File: config.mk
export PLATFORM = sky130hd
export DESIGN_NAME = thread_ctrl
export DESIGN_NICKNAME = d
export VERILOG_FILES = /design/src/thread_pkg.sv /design/src/thread_table.sv /design/src/thread_pc_file.sv /design/src/thread_sched.sv /design/src/thread_ctrl.sv
export SDC_FILE = /design/constraint.sdc
export NUM_CORES = 1
export LEC_CHECK = 0
export BUFFER_PORTS_ARGS = -buffer_cell sky130_fd_sc_hd__buf_2
export CAP_MARGIN = 20
export CELL_PAD_IN_SITES_DETAIL_PLACEMENT = 0
export CELL_PAD_IN_SITES_GLOBAL_PLACEMENT = 1
export CORE_MARGIN = 2
export CORE_UTILIZATION = 48
export CTS_CLUSTER_SIZE = 40
export DETAILED_ROUTE_END_ITERATION = 10
export HOLD_SLACK_MARGIN = 0.12
export PLACE_DENSITY_LB_ADDON = 0.25
export SYNTH_ARGS = -nofsm -noshare
export SYNTH_HDL_FRONTEND = slang
export SYNTH_SLANG_ARGS = --single-unit
export TNS_END_PERCENT = 10
File: constraint.sdc
create_clock -name clk -period 3.9 [get_ports clk]
set_input_delay 0.585 -clock clk [delete_from_list [all_inputs] [get_ports clk]]
set_output_delay 0.585 -clock clk [all_outputs]
set_load 0.005 [all_outputs]
File: src/thread_pkg.sv
// Thread controller shared definitions
// Thread count, thread index and mask types, PC type and the boot address
// of thread 0

`default_nettype none

package thread_pkg;

    // Hardware threads in the fetch stage
    parameter int NUM_TRD = 8;

    // Thread index, wide enough for NUM_TRD
    typedef logic [$clog2(NUM_TRD)-1:0] trd_id_t;

    // One bit per thread
    typedef logic [NUM_TRD-1:0] trd_mask_t;

    // Program counter
    typedef logic [31:0] pc_t;

    // Thread 0 starts here out of reset
    parameter pc_t DEFAULT_RESET_PC = 32'h0001_0100;

endpackage

`default_nettype wire

File: src/thread_table.sv
// Thread status table
// Holds valid, running and parent per thread, finds the lowest free slot
// and applies create, kill, sleep and wake with the parent permission check

`timescale 1ns/1ps
`default_nettype none

module thread_table (
    input  logic                  clk,
    input  logic                  rst_n,

    input  logic                  create,      // New thread in lowest free slot
    input  logic                  kill,
    input  logic                  slp,
    input  logic                  wake,
    input  thread_pkg::trd_id_t   act_trd,     // Thread issuing the command
    input  thread_pkg::trd_id_t   obj_trd,     // Target of kill, slp, wake

    output thread_pkg::trd_mask_t valid_trd,
    output thread_pkg::trd_mask_t run_trd,
    output logic                  new_en,      // Accepted create this cycle
    output thread_pkg::trd_id_t   new_trd,     // Slot the next create takes
    output logic                  trd_full,
    output logic                  trd_of,      // Create with no free slot
    output logic                  invalid_op   // Refused kill, slp or wake
);

    thread_pkg::trd_id_t   parent_trd [thread_pkg::NUM_TRD];
    thread_pkg::trd_mask_t child_trd;   // Valid children of act_trd
    thread_pkg::trd_id_t   free_trd;
    logic                  op_cmd;
    logic                  op_ok;

    // Lowest invalid slot, scanned from the top so slot 0 wins
    always_comb begin
        free_trd = '0;
        for (int i = thread_pkg::NUM_TRD - 1; i >= 0; i--) begin
            if (!valid_trd[i]) begin
                free_trd = thread_pkg::trd_id_t'(i);
            end
        end
    end

    assign trd_full = &valid_trd;
    assign new_trd  = free_trd;
    assign new_en   = create && !trd_full;

    // Child relation of the acting thread
    always_comb begin
        for (int i = 0; i < thread_pkg::NUM_TRD; i++) begin
            child_trd[i] = valid_trd[i] && (parent_trd[i] == act_trd);
        end
    end

    // Create has priority over the other commands
    assign op_cmd = !create && (kill || slp || wake);
    // Acting on itself or on one of its own children only
    assign op_ok  = (obj_trd == act_trd) || child_trd[obj_trd];

    always_ff @(posedge clk or negedge rst_n) begin
        if (!rst_n) begin
            valid_trd  <= thread_pkg::trd_mask_t'(1);   // Thread 0 boots running
            run_trd    <= thread_pkg::trd_mask_t'(1);
            trd_of     <= 1'b0;
            invalid_op <= 1'b0;
            for (int i = 0; i < thread_pkg::NUM_TRD; i++) begin
                parent_trd[i] <= '0;
            end
        end else begin
            trd_of     <= create && trd_full;
            invalid_op <= op_cmd && !op_ok;

            if (new_en) begin
                valid_trd[free_trd]  <= 1'b1;
                run_trd[free_trd]    <= 1'b1;
                parent_trd[free_trd] <= act_trd;
            end else if (op_cmd && op_ok) begin
                if (kill) begin
                    valid_trd[obj_trd] <= 1'b0;
                    run_trd[obj_trd]   <= 1'b0;
                end else if (slp) begin
                    run_trd[obj_trd] <= 1'b0;
                end else if (valid_trd[obj_trd]) begin
                    // A killed thread cannot be woken
                    run_trd[obj_trd] <= 1'b1;
                end
            end
        end
    end

endmodule

`default_nettype wire

File: src/thread_pc_file.sv
// Per-thread program counter store
// Loads the start PC on create or a new PC on a write strobe, and presents
// the PC of the current thread combinationally

`timescale 1ns/1ps
`default_nettype none

module thread_pc_file #(
    parameter thread_pkg::pc_t RESET_PC = thread_pkg::DEFAULT_RESET_PC
) (
    input  logic                clk,
    input  logic                rst_n,

    input  logic                new_en,     // Create accepted
    input  thread_pkg::trd_id_t new_trd,
    input  thread_pkg::pc_t     init_pc,

    input  logic                pc_wr,
    input  thread_pkg::trd_id_t pc_wr_trd,
    input  thread_pkg::pc_t     nxt_pc,

    input  thread_pkg::trd_id_t cur_trd,
    output thread_pkg::pc_t     cur_pc
);

    thread_pkg::pc_t pc_q [thread_pkg::NUM_TRD];

    always_ff @(posedge clk or negedge rst_n) begin
        if (!rst_n) begin
            for (int i = 0; i < thread_pkg::NUM_TRD; i++) begin
                pc_q[i] <= (i == 0) ? RESET_PC : '0;
            end
        end else begin
            for (int i = 0; i < thread_pkg::NUM_TRD; i++) begin
                if (new_en && (new_trd == thread_pkg::trd_id_t'(i))) begin
                    pc_q[i] <= init_pc;   // Create beats a same-slot write
                end else if (pc_wr && (pc_wr_trd == thread_pkg::trd_id_t'(i))) begin
                    pc_q[i] <= nxt_pc;
                end
            end
        end
    end

    // Read port for fetch
    assign cur_pc = pc_q[cur_trd];

endmodule

`default_nettype wire

File: src/thread_sched.sv
// Round-robin thread scheduler
// Steps to the next running thread after the current one each cycle,
// holding on the current thread while atomic is high

`timescale 1ns/1ps
`default_nettype none

module thread_sched (
    input  logic                  clk,
    input  logic                  rst_n,

    input  logic                  atomic,    // Stay on the current thread
    input  thread_pkg::trd_mask_t run_trd,

    output thread_pkg::trd_id_t   cur_trd
);

    thread_pkg::trd_id_t nxt_trd;

    // Rotating priority search starting just after cur_trd
    always_comb begin
        thread_pkg::trd_id_t idx;
        logic                found;

        nxt_trd = cur_trd;
        found   = 1'b0;
        // Last step wraps back onto cur_trd itself
        for (int k = 1; k <= thread_pkg::NUM_TRD; k++) begin
            idx = cur_trd + thread_pkg::trd_id_t'(k);
            if (!found && run_trd[idx]) begin
                nxt_trd = idx;
                found   = 1'b1;
            end
        end
    end

    always_ff @(posedge clk or negedge rst_n) begin
        if (!rst_n) begin
            cur_trd <= '0;
        end else if (!atomic) begin
            cur_trd <= nxt_trd;   // Nothing running keeps cur_trd
        end
    end

endmodule

`default_nettype wire

File: src/thread_ctrl.sv
// Thread controller of the multithreaded fetch stage
// Thread table, PC store and round-robin scheduler for eight hardware
// threads, presenting the current thread and its PC to fetch

`timescale 1ns/1ps
`default_nettype none

module thread_ctrl #(
    parameter thread_pkg::pc_t RESET_PC = thread_pkg::DEFAULT_RESET_PC
) (
    input  logic                  clk,
    input  logic                  rst_n,

    // Command strobes, one taken per edge
    input  logic                  create,
    input  logic                  kill,
    input  logic                  slp,
    input  logic                  wake,
    input  thread_pkg::trd_id_t   act_trd,
    input  thread_pkg::trd_id_t   obj_trd,
    input  thread_pkg::pc_t       init_pc,    // Start PC for create

    input  logic                  atomic,

    // PC write port
    input  logic                  pc_wr,
    input  thread_pkg::trd_id_t   pc_wr_trd,
    input  thread_pkg::pc_t       nxt_pc,

    output thread_pkg::trd_id_t   cur_trd,
    output thread_pkg::trd_id_t   new_trd,
    output thread_pkg::trd_mask_t valid_trd,
    output thread_pkg::trd_mask_t run_trd,
    output logic                  trd_full,
    output logic                  trd_of,
    output logic                  invalid_op,
    output thread_pkg::pc_t       cur_pc
);

    logic new_en;   // Create accepted, loads init_pc

    thread_table u_table (
        .clk        (clk),
        .rst_n      (rst_n),
        .create     (create),
        .kill       (kill),
        .slp        (slp),
        .wake       (wake),
        .act_trd    (act_trd),
        .obj_trd    (obj_trd),
        .valid_trd  (valid_trd),
        .run_trd    (run_trd),
        .new_en     (new_en),
        .new_trd    (new_trd),
        .trd_full   (trd_full),
        .trd_of     (trd_of),
        .invalid_op (invalid_op)
    );

    thread_pc_file #(
        .RESET_PC (RESET_PC)
    ) u_pc (
        .clk       (clk),
        .rst_n     (rst_n),
        .new_en    (new_en),
        .new_trd   (new_trd),
        .init_pc   (init_pc),
        .pc_wr     (pc_wr),
        .pc_wr_trd (pc_wr_trd),
        .nxt_pc    (nxt_pc),
        .cur_trd   (cur_trd),
        .cur_pc    (cur_pc)
    );

    // Scheduler sees the pre-edge run mask
    thread_sched u_sched (
        .clk     (clk),
        .rst_n   (rst_n),
        .atomic  (atomic),
        .run_trd (run_trd),
        .cur_trd (cur_trd)
    );

endmodule

`default_nettype wire

==> results.txt, run 1 <==
Status - finished, final reports clean
Non-filler cells, final - 2178
Cells after Synth - 1684
Post-synthesis async set-or-reset flop share - 100%
Top FF cell, synth - dfrtp_1
DR vias - 12500
Number of max-slew violations in the final report - 0
Peak Freq - 0.291 GHz
Buf/Inv on CP - 2
Worst-path clk slew - 60 ps
DRC viols - 0
Post-synthesis xor/xnor area fraction - 1.63%
Clock Skew - 22.0 ps
CP cell instances - buf_4 > mux4_2 > nand2_1 > nand2_1 > buf_2
Minimum clock period - 3440 ps
Hpwl dp - 26000 um
Crit Path Category - flop to output pin
Adder-cell share of the synthesized area - 0.147%
H-tree depth - 2
Largest net degree at the start of global routing - 100
Drt via density - 5.74
Post-CTS sizing - 0
Worst slew margin - 29.8%
Dpl cells - 2114
RSZ-0062 raised after global routing - no
Root Buffer - clkbuf_16
Die Y - 193 um
Initial core utilization - 48.4%
Pre-CTS setup slack - 884 ps
Critical-path top delay cell - buf_4
Hold/Removal Path Class - input port to async pin
Initial antenna violation count - 5
Routed wire length - 45000 um
Synth Area in Simple Gates - 11.3%
Cts hold-fix bufs - 0
Worst vdd ir - 433 uV
CORE AREA - 35300 sq um
Yosys cell types - 56
Top cells by area, synth - dfrtp_1 44%, mux2i_1 16%, mux4_2 10%, a21oi_1 5.7%, nor2_1 4.5%
Cell Rows - 69
Synth Register Bits - 301
Area delta synth->final - 11.4%
Cell Area, Synth - 17100 sq um
Vias in the first global route - 12300
Port buffer count - 137
Mux share of post-synthesis cell area - 27.8%
Global-route wire length before repair - 71600 um
CTS tree - yes
Most frequent cells in the layout - 294 x dfrtp_1, 266 x mux2i_1, 206 x nor2_1
Post-CTS setup buffer count - 0
Critical path data arrival time - 2850 ps
I/O pin cnt - 138
Initial drt markers - 777
Syn. warnings - 0
Worst hold slack - 93.1 ps
Main combinational cell family by area after synthesis - multiplexers
Max Cap Viol - 0
Die X - 193 um
Leak Pwr - 0.00853 uW
Reg2reg end - u_sched.cur_trd[1]
Crit path max-delay family - buffers and inverters
Number of synthesized flops with an enable pin - 0
DRT antenna net count - 0
Critical path peak fanout - 44
TritonCTS buffer count - 35
Clock Sinks - 301
Worst Tran Pin Value - 1050 ps
Compound-Gate Fraction of Synth Area - 9.98%
Final worst path period share - 88.2%
Worst Slack Setup Final - 460 ps
Nets@finish - 1773
Cell taking the most area after synthesis - dfrtp_1
Setup TNS - 0 ps
Grt total ovfl - 0
Seq/Total Area, Yosys - 44.1%
Req. time, crit path - 3310 ps
Number of detailed-route iterations in the first pass - 5
Final Setup Violations - 0
Gpl congestion - 0.797
Mean Syn Cell Area - 10.1 sq um
Most common cell after layout, fill and taps aside - dfrtp_1
Startpoint types - flop
PD cells - 827 nW/um^2
Net count after synthesis - 1767
Per-cell routed wire length - 20.7 um
CP peak stage delay - 790 ps
Yosys top cell area share - 43.5%
Global Route Usage Sum - 24.9%
R2R Setup Slk - 940 ps
Cell mode on critical path - nand2_1
Worst R2R Start - u_sched.cur_trd[0]
Share of cells above drive strength 1 - 20.5%
R2R depth - 9
Crit end category - output pin
Die footprint - 37100 sq um
Fin. Hold Viols - 0
Worst skew pair latency - 520 ps
Clock Tree Buf Depth - 3
layout make-up:
class	count	area [sq um]
inverter	8	30.0
clock buffer	50	1020
tap	461	577
antenna	2	5.00
timing repair buffer	165	943
sequential	301	7550
fill	3155	16300
multi-input combinational	1179	8740
clock inverter	12	164
synthesized netlist by cell type (24+ instances only):
master and n:
dfrtp_1 297, mux2i_1 266, nor2_1 206, a21oi_1 196
nand2_1 182, clkbuf_1 114, mux4_2 77, o21ai_0 69
clkbuf_2 30, mux2_2 30, buf_2 25, buf_1 24
layer usage:
layer  GRT usage, %  part of all wire [%]  up-vias
li1               -                     -     5935
met1           34.7                    45     6168
met2           41.6                    49      319
met3           3.07                   4.5       63
met4           5.67                   1.8        6
met5              0                 0.084        -
flip-flops by register name, indices dropped and copies added (netlist names), named ones only:
signal / flops
u_table.parent_trd: 24
u_table.invalid_op: 1
u_table.valid_trd: 8
u_table.trd_of: 1
u_sched.cur_trd: 3
u_pc.pc_q: 256
cells by family (layout without fill, tap and decap cells):
family,count (synthesis),count (layout)
multiplexers,374,374
AND/OR/NAND/NOR,460,460
XOR/XNOR,31,31
buffers and inverters,204,235
AO/OA/AOI/OAI,312,312
flip-flops,301,301
other,0,2
adder cells (fa/ha/maj),2,2
worst register-to-register path, cell delays in order, from the launching register on:
cell	delay, ps
dfrtp_4	570
inv_1	180
ha_1	300
xnor2_2	250
mux4_2	600
nor2b_1	300
o2111a_1	320
nand2b_1	120
a31oi_1	80
o22ai_1	150
worst max-delay path by stage:
stage                             startpoint            endpoint  slack (ps)  cells past startpoint
after floorplan           u_sched.cur_trd[1]  u_sched.cur_trd[1]         680                     12
after global placement                create       u_pc.pc_q[44]         910                      9
after detailed placement              create       u_pc.pc_q[39]         880                      9
after CTS                 u_sched.cur_trd[0]           cur_pc[0]         410                      5
after global routing      u_sched.cur_trd[0]          cur_pc[31]         270                      5
final                     u_sched.cur_trd[0]           cur_pc[0]         460                      5
metrics by stage:
step | util (%) | power [uW] | cell area (sq um)
final | 53.9 | 15700 | 19000
after global routing | 53.9 | 16900 | 19000
after CTS | 53.9 | 15900 | 19000
after detailed placement | 50.5 | 12400 | 17800
after global placement | 50.5 | 12200 | 17800
after floorplan | - | 10400 | 17100
power breakdown:
| part | internal [uW] | total [uW] | switching [uW] |
|---|---|---|---|
| Combinational | 3380 | 6650 | 3270 |
| Clock | 2090 | 3410 | 1320 |
| Sequential | 4630 | 5680 | 1050 |
| Total | 10100 | 15700 | 5640 |
No activity file was read; power rests on OpenSTA's default activity.
==> run 2, diff against run 1 <==
Settings changed: CORE_UTILIZATION 48 to 52.
Clock period 3.9 ns to 4.3 ns, I/O delays scaled along.
==> run 2 against run 1 <==
Clock-buffer cell count fell by 1; utilization up 4.5 points; critical path depth did not move; clock skew up 4.3 ps; flip-flop and latch count unchanged; sequential power is 9.3% lower; global-route usage increased by 1.4 points; via count grew 0.46%; critical path type unchanged; largest cell class unchanged; highest routed layer unchanged.
==> results.txt, run 2 (synthesized netlist as in run 1, its figures left out) <==
Status - finished, final reports clean (unchanged)
Post-CTS sizing - 0 (unchanged)
Worst slew margin - 39.5% (was 29.8%)
Hold/Removal Path Class - input port to async pin (unchanged)
Largest net degree at the start of global routing - 109 (was 100)
Req. time, crit path - 3650 ps (was 3310 ps)
Startpoint types - flop (unchanged)
Gpl congestion - 0.842 (was 0.797)
DRC viols - 0 (unchanged)
Worst-path clk slew - 60 ps (about the same)
Nets@finish - 1773 (unchanged)
Number of detailed-route iterations in the first pass - 7 (was 5)
CP cell instances - buf_4 > mux4_2 > nand2_1 > nand2_1 > buf_2 (unchanged)
Global Route Usage Sum - 26.3% (was 24.9%)
Clock Sinks - 301 (unchanged)
Grt total ovfl - 0 (unchanged)
Critical path peak fanout - 52 (was 44)
Most common cell after layout, fill and taps aside - dfrtp_1 (unchanged)
Leak Pwr - 0.00850 uW (was 0.00853 uW)
Pre-CTS setup slack - 1310 ps (was 884 ps)
Cts hold-fix bufs - 0 (unchanged)
Worst skew pair latency - 530 ps (was 520 ps)
Worst vdd ir - 432 uV (was 433 uV)
Port buffer count - 137 (unchanged)
Fin. Hold Viols - 0 (unchanged)
Global-route wire length before repair - 70400 um (was 71600 um)
Final Setup Violations - 0 (unchanged)
Register area - 7550 sq um (unchanged)
Critical path data arrival time - 2740 ps (was 2850 ps)
Vias in the first global route - 12400 (was 12300)
Area of the multi-input gates - 8740 sq um (about the same)
Final worst path period share - 78.7%
Hpwl dp - 25300 um (was 26000 um)
Root Buffer - clkbuf_16 (unchanged)
DR vias - 12500 (about the same)
Critical-path top delay cell - dfrtp_4 (was buf_4)
Die Y - 185 um (was 193 um)
Max Cap Viol - 0 (unchanged)
Worst Tran Pin Value - 908 ps (was 1050 ps)
CORE AREA - 32500 sq um (was 35300 sq um)
Dpl cells - 2095 (was 2114)
Peak Freq - 0.295 GHz
Routed wire length - 44400 um (was 45000 um)
Die X - 185 um (was 193 um)
Non-filler cells, final - 2158 (was 2178)
Initial drt markers - 918 (was 777)
Minimum clock period - 3390 ps
Share of cells above drive strength 1 - 20.5% (about the same)
Clock Tree Buf Depth - 3 (unchanged)
Cell Rows - 66 (was 69)
Worst Slack Setup Final - 914 ps (was 460 ps)
Regs by FF count - u_pc.pc_q x256, u_table.parent_trd x24, u_table.valid_trd x8 (unchanged)
Crit end category - output pin (unchanged)
Crit Path Category - flop to output pin (unchanged)
Initial antenna violation count - 6 (was 5)
Number of max-slew violations in the final report - 0 (unchanged)
Fill cells - 2868 (was 3155)
TritonCTS buffer count - 35 (unchanged)
Overall power - 14200 uW (was 15700 uW)
H-tree depth - 2 (unchanged)
Initial core utilization - 52.6% (was 48.4%)
Per-cell routed wire length - 20.6 um (was 20.7 um)
Cell mode on critical path - nand2_1 (unchanged)
DRT antenna net count - 0 (unchanged)
Register bank with the most flops - u_pc.pc_q (unchanged)
PD cells - 747 nW/um^2 (was 827 nW/um^2)
CP peak stage delay - 1000 ps (was 790 ps)
Setup TNS - 0 ps (unchanged)
Die footprint - 34300 sq um (was 37100 sq um)
I/O pin cnt - 138 (unchanged)
Max FFs per register - 256 (unchanged)
Drt via density - 5.81 (was 5.74)
Post-CTS setup buffer count - 0 (unchanged)
Clock Skew - 26.3 ps (was 22.0 ps)
CTS tree - yes (unchanged)
Area delta synth->final - 11.0% (was 11.4%)
RSZ-0062 raised after global routing - no (unchanged)
Most frequent cells in the layout - 294 x dfrtp_1, 266 x mux2i_1, 206 x nor2_1 (unchanged)
Worst hold slack - 175 ps (was 93.1 ps)
[run 2: cell types whose count changed in the layout (fill, tap and decap cells not counted)]
cell / before / now
nand2b_2: 0 / 1
diode_2: 2 / 3
bufinv_16: 4 / 2
clkinv_2: 7 / 5
clkinv_4: 0 / 1
nand2b_4: 3 / 2
clkbuf_1: 6 / 5
inv_6: 1 / 3
[run 2: cell type report]
type	instances	area share [%]
flip-flops and latches	301	39.8
clock buffers	49	5.37
inverters	8	0.158
diodes	3	0.0396
well taps	442	2.92
clock inverters	11	0.634
repair buffers	165	4.98
multi-input cells	1179	46.1
[run 2: worst paths after layout]
kind                                         from                     end  slack [ps]  depth (start not counted)
setup / recovery               u_sched.cur_trd[2]               cur_pc[6]         910                          5
hold / removal                              rst_n          u_pc.pc_q[155]         170                          1
setup reg to reg               u_sched.cur_trd[0]      u_sched.cur_trd[1]        1280                          8
hold reg to reg            u_table.parent_trd[15]  u_table.parent_trd[15]         530                          1
max in group asynchronous                   rst_n               async pin        2970                          3
min in group clk                       init_pc[8]          u_pc.pc_q[232]         410                          3
[run 2: per-layer routing]
metal / vias up / GRT usage (%) / wire (um)
li1: 5922 / - / -
met1: 6213 / 37.0 / 20000
met3: 71 / 3.34 / 2140
met4: 4 / 7.21 / 986
met5: - / 0 / 27
met2: 338 / 43.3 / 21200
[run 2: through the flow]
stage | utilization [%] | instance area [sq um]
after CTS | 58.4 | 18900
after global routing | 58.4 | 19000
after floorplan | - | 17100
after detailed placement | 54.9 | 17800
final | 58.4 | 19000
after global placement | 54.9 | 17800
[run 2: worst max-delay path, delay by kind of cell (launching register included)]
| family | cells | cell delay (ps) |
|---|---|---|
| simple gates | 2 | 190 |
| mux | 1 | 360 |
| buf+inv | 2 | 650 |
| flops | 1 | 1000 |
[run 2: where the power goes]
part | total [uW] | switching [uW] | internal [uW] | leakage [uW]
sequential | 5150 | 948 | 4200 | 0.00344
combinational | 6040 | 2980 | 3060 | 0.00450
clock | 2970 | 1200 | 1770 | 0.000567
total | 14200 | 5130 | 9040 | 0.00850
==> run 3, diff against run 2 <==
Settings changed: ABC_AREA from default to 1, CORE_UTILIZATION 52 to 41.
Clock period 4.3 ns to 3.1 ns, I/O delays scaled along.
==> run 3 against run 2 <==
Cell area up 3.0%; global-route usage up 1.4 points; utilization down 10 points; via count up 28%; worst hold slack better by 110 ps; worst setup slack worse by 810 ps; synthesized area down 0.90%; routed wire length up 34%; clock skew down 6.3 ps; first-iteration DRC count up 87%; largest cell class is now flip-flops and latches; highest routed layer is now met4.
==> results.txt, run 3 <==
Status - finished, final reports clean (unchanged)
Grt total ovfl - 0 (unchanged)
Hpwl dp - 36700 um (was 25300 um)
Leak Pwr - 0.00867 uW (was 0.00850 uW)
Crit end category - output pin (unchanged)
Cell Area, Synth - 16900 sq um (was 17100 sq um)
Drt via density - 6.02 (was 5.81)
Clock Skew - 20.0 ps (was 26.3 ps)
Net count after synthesis - 2146 (was 1767)
Largest net degree at the start of global routing - 128 (was 109)
Routed wire length - 59500 um (was 44400 um)
Clock Sinks - 301 (unchanged)
GRT met3 Usage - 3.18% (was 3.34%)
Worst skew pair latency - 550 ps (was 530 ps)
Final instance area - 19500 sq um (was 19000 sq um)
Critical path peak fanout - 127 (was 52)
Number of detailed-route iterations in the first pass - 5 (was 7)
CP cell instances - inv_4 > buf_16 > buf_4 > a21oi_1 > o21ai_0 > o2111ai_1 > buf_2 (was buf_4 > mux4_2 > nand2_1 > nand2_1 > buf_2)
Yosys cell types - 43 (was 56)
Cell taking the most area after synthesis - dfrtp_1 (unchanged)
Critical-path top delay cell - dfrtp_4 (unchanged)
Syn. warnings - 0 (unchanged)
Peak Freq - 0.334 GHz
Initial antenna violation count - 1 (was 6)
I/O pin cnt - 138 (unchanged)
Worst Tran Pin Value - 929 ps (was 908 ps)
Max FFs per register - 256 (unchanged)
Synth Register Bits - 301 (unchanged)
Most frequent cells in the layout - 330 x inv_1, 311 x nand3_1, 296 x dfrtp_1 (was 294 x dfrtp_1, 266 x mux2i_1, 206 x nor2_1)
Critical path data arrival time - 2530 ps (was 2740 ps)
Met1 Usage GRT - 39.6% (was 37.0%)
Worst vdd ir - 518 uV (was 432 uV)
Most frequent cells after synthesis - 330 x inv_1, 311 x nand3_1, 297 x dfrtp_1 (was 297 x dfrtp_1, 266 x mux2i_1, 206 x nor2_1)
CP peak stage delay - 500 ps (was 1000 ps)
Worst-path clk slew - 60 ps (about the same)
Nets@finish - 2191 (was 1773)
Root Buffer - clkbuf_16 (unchanged)
Die X - 207 um (was 185 um)
DRT antenna net count - 0 (unchanged)
CTS tree - yes (unchanged)
Hold/Removal Path Class - input port to flop (was input port to async pin)
Register bank with the most flops - u_pc.pc_q (unchanged)
DR vias - 16100 (was 12500)
Regs by FF count - u_pc.pc_q x256, u_table.parent_trd x24, u_table.valid_trd x8 (unchanged)
Fill cells - 3973 (was 2868)
Die footprint - 42900 sq um (was 34300 sq um)
Post-synthesis async set-or-reset flop share - 100% (unchanged)
Per-cell routed wire length - 22.3 um (was 20.6 um)
Global Route met2 Usage - 43.9% (was 43.3%)
Req. time, crit path - 2630 ps (was 3650 ps)
Number of synthesized flops with an enable pin - 0 (unchanged)
Initial core utilization - 41.5% (was 52.6%)
Initial drt markers - 1713 (was 918)
Most common cell after layout, fill and taps aside - inv_1 (was dfrtp_1)
Area delta synth->final - 15.3% (was 11.0%)
Port buffer count - 137 (unchanged)
Top cells by area, synth - dfrtp_1 44%, o221ai_1 13%, nand3_1 9.2%, inv_1 7.3%, nand2_1 4.7% (was dfrtp_1 44%, mux2i_1 16%, mux4_2 10%, a21oi_1 5.7%, nor2_1 4.5%)
Vias in the first global route - 15500 (was 12400)
Worst hold slack - 285 ps (was 175 ps)
Global-route wire length before repair - 94100 um (was 70400 um)
Top FF cell, synth - dfrtp_1 (unchanged)
Startpoint types - flop (unchanged)
Final worst path period share - 96.5%
Setup TNS - 0 ps (unchanged)
Area of the multi-input gates - 7430 sq um (was 8740 sq um)
Overall power - 17400 uW (was 14200 uW)
DRC viols - 0 (unchanged)
Seq/Total Area, Yosys - 44.5% (was 44.1%)
PD cells - 894 nW/um^2 (was 747 nW/um^2)
RSZ-0062 raised after global routing - no (unchanged)
Global routing's busiest layer - met2 (unchanged)
Mean Syn Cell Area - 8.20 sq um (was 10.1 sq um)
Top-count cell post-synth - inv_1 (was dfrtp_1)
Minimum clock period - 2990 ps
Post-Place Cell Area - 18300 sq um (was 17800 sq um)
Worst slew margin - 37.8% (was 39.5%)
Gpl congestion - 0.893 (was 0.842)
Max Cap Viol - 0 (unchanged)
Cells after Synth - 2063 (was 1684)
Number of max-slew violations in the final report - 0 (unchanged)
Register area - 7540 sq um (was 7550 sq um)
Global Route Usage Sum - 27.7% (was 26.3%)
Cell Rows - 74 (was 66)
Clock Tree Buf Depth - 3 (unchanged)
Share of cells above drive strength 1 - 14.6% (was 20.5%)
Final Setup Violations - 0 (unchanged)
Crit Path Category - flop to output pin (unchanged)
H-tree depth - 2 (unchanged)
TritonCTS buffer count - 36 (was 35)
Die Y - 207 um (was 185 um)
CORE AREA - 40700 sq um (was 32500 sq um)
Fin. Hold Viols - 0 (unchanged)
Yosys top cell area share - 43.9% (was 43.5%)
[run 3: repair_timing]
item / in CTS / in global routing
hold endpoints to repair: 68 / 0
hold buffers: 1 / 0
buffers inserted: 0 / 0
gates resized for setup: 0 / 2
endpoints found under the setup margin: 0 / 10
[run 3: cell families (layout without fill, tap and decap cells)]
family          count (synthesis)  count (layout)  synth area share [%]
compound gates                553             553                  23.7
xor+xnor                       26              26                  1.35
fa+ha+maj                       2               2                 0.148
buf+inv                       530             601                  12.5
flops                         301             301                  44.5
other cells                     0               2                     0
simple gates                  651             651                  17.8
[run 3: power by group]
group          internal (uW)  total (uW)  switching (uW)
sequential              5270        5970             699
combinational           2610        7140            4530
clock                   2570        4330            1760
total                  10400       17400            6990
[run 3: stage by stage]
| step | utilization (%) | setup slack [ps] | instances |
|---|---|---|---|
| after floorplan | - | 22.5 | 2063 |
| after global placement | 44.8 | 444 | 2600 |
| after detailed placement | 44.9 | 393 | 2601 |
| after CTS | 47.9 | 67.5 | 2666 |
| after global routing | 47.9 | 14.6 | 2666 |
| final | 47.9 | 109 | 2668 |
[run 3: cell type report]
type | instances | area share [%]
flip-flops and latches | 301 | 38.6
multi-input cells | 1232 | 38.1
repair buffers | 198 | 7.15
inverters | 339 | 6.53
clock buffers | 55 | 5.71
well taps | 532 | 3.41
clock inverters | 9 | 0.436
diodes | 2 | 0.0256
[run 3: routing by layer]
layer | vias to the layer above | part of all wire [%]
met1 | 7907 | 44
met2 | 658 | 47
met4 | 0 | 2.5
li1 | 7400 | -
met5 | - | 0
met3 | 95 | 6.4
[run 3: path summary, 6_finish.rpt]
path	from	end	slack [ps]	cells past startpoint
max	u_sched.cur_trd[0]	cur_pc[17]	110	7
min	nxt_pc[5]	u_pc.pc_q[229]	290	3
max reg2reg	u_sched.cur_trd[0]	u_sched.cur_trd[1]	470	12
min reg2reg	u_table.parent_trd[21]	u_table.parent_trd[21]	500	2
max in group asynchronous	rst_n	u_pc.pc_q[232]	1670	3
min in group asynchronous	rst_n	u_pc.pc_q[218]	490	2
[run 3: worst max-delay path, delay by kind of cell (launching register included)]
kind | cells | cell delay [ps]
flops | 1 | 500
buf+inv | 4 | 950
compound gates | 3 | 410
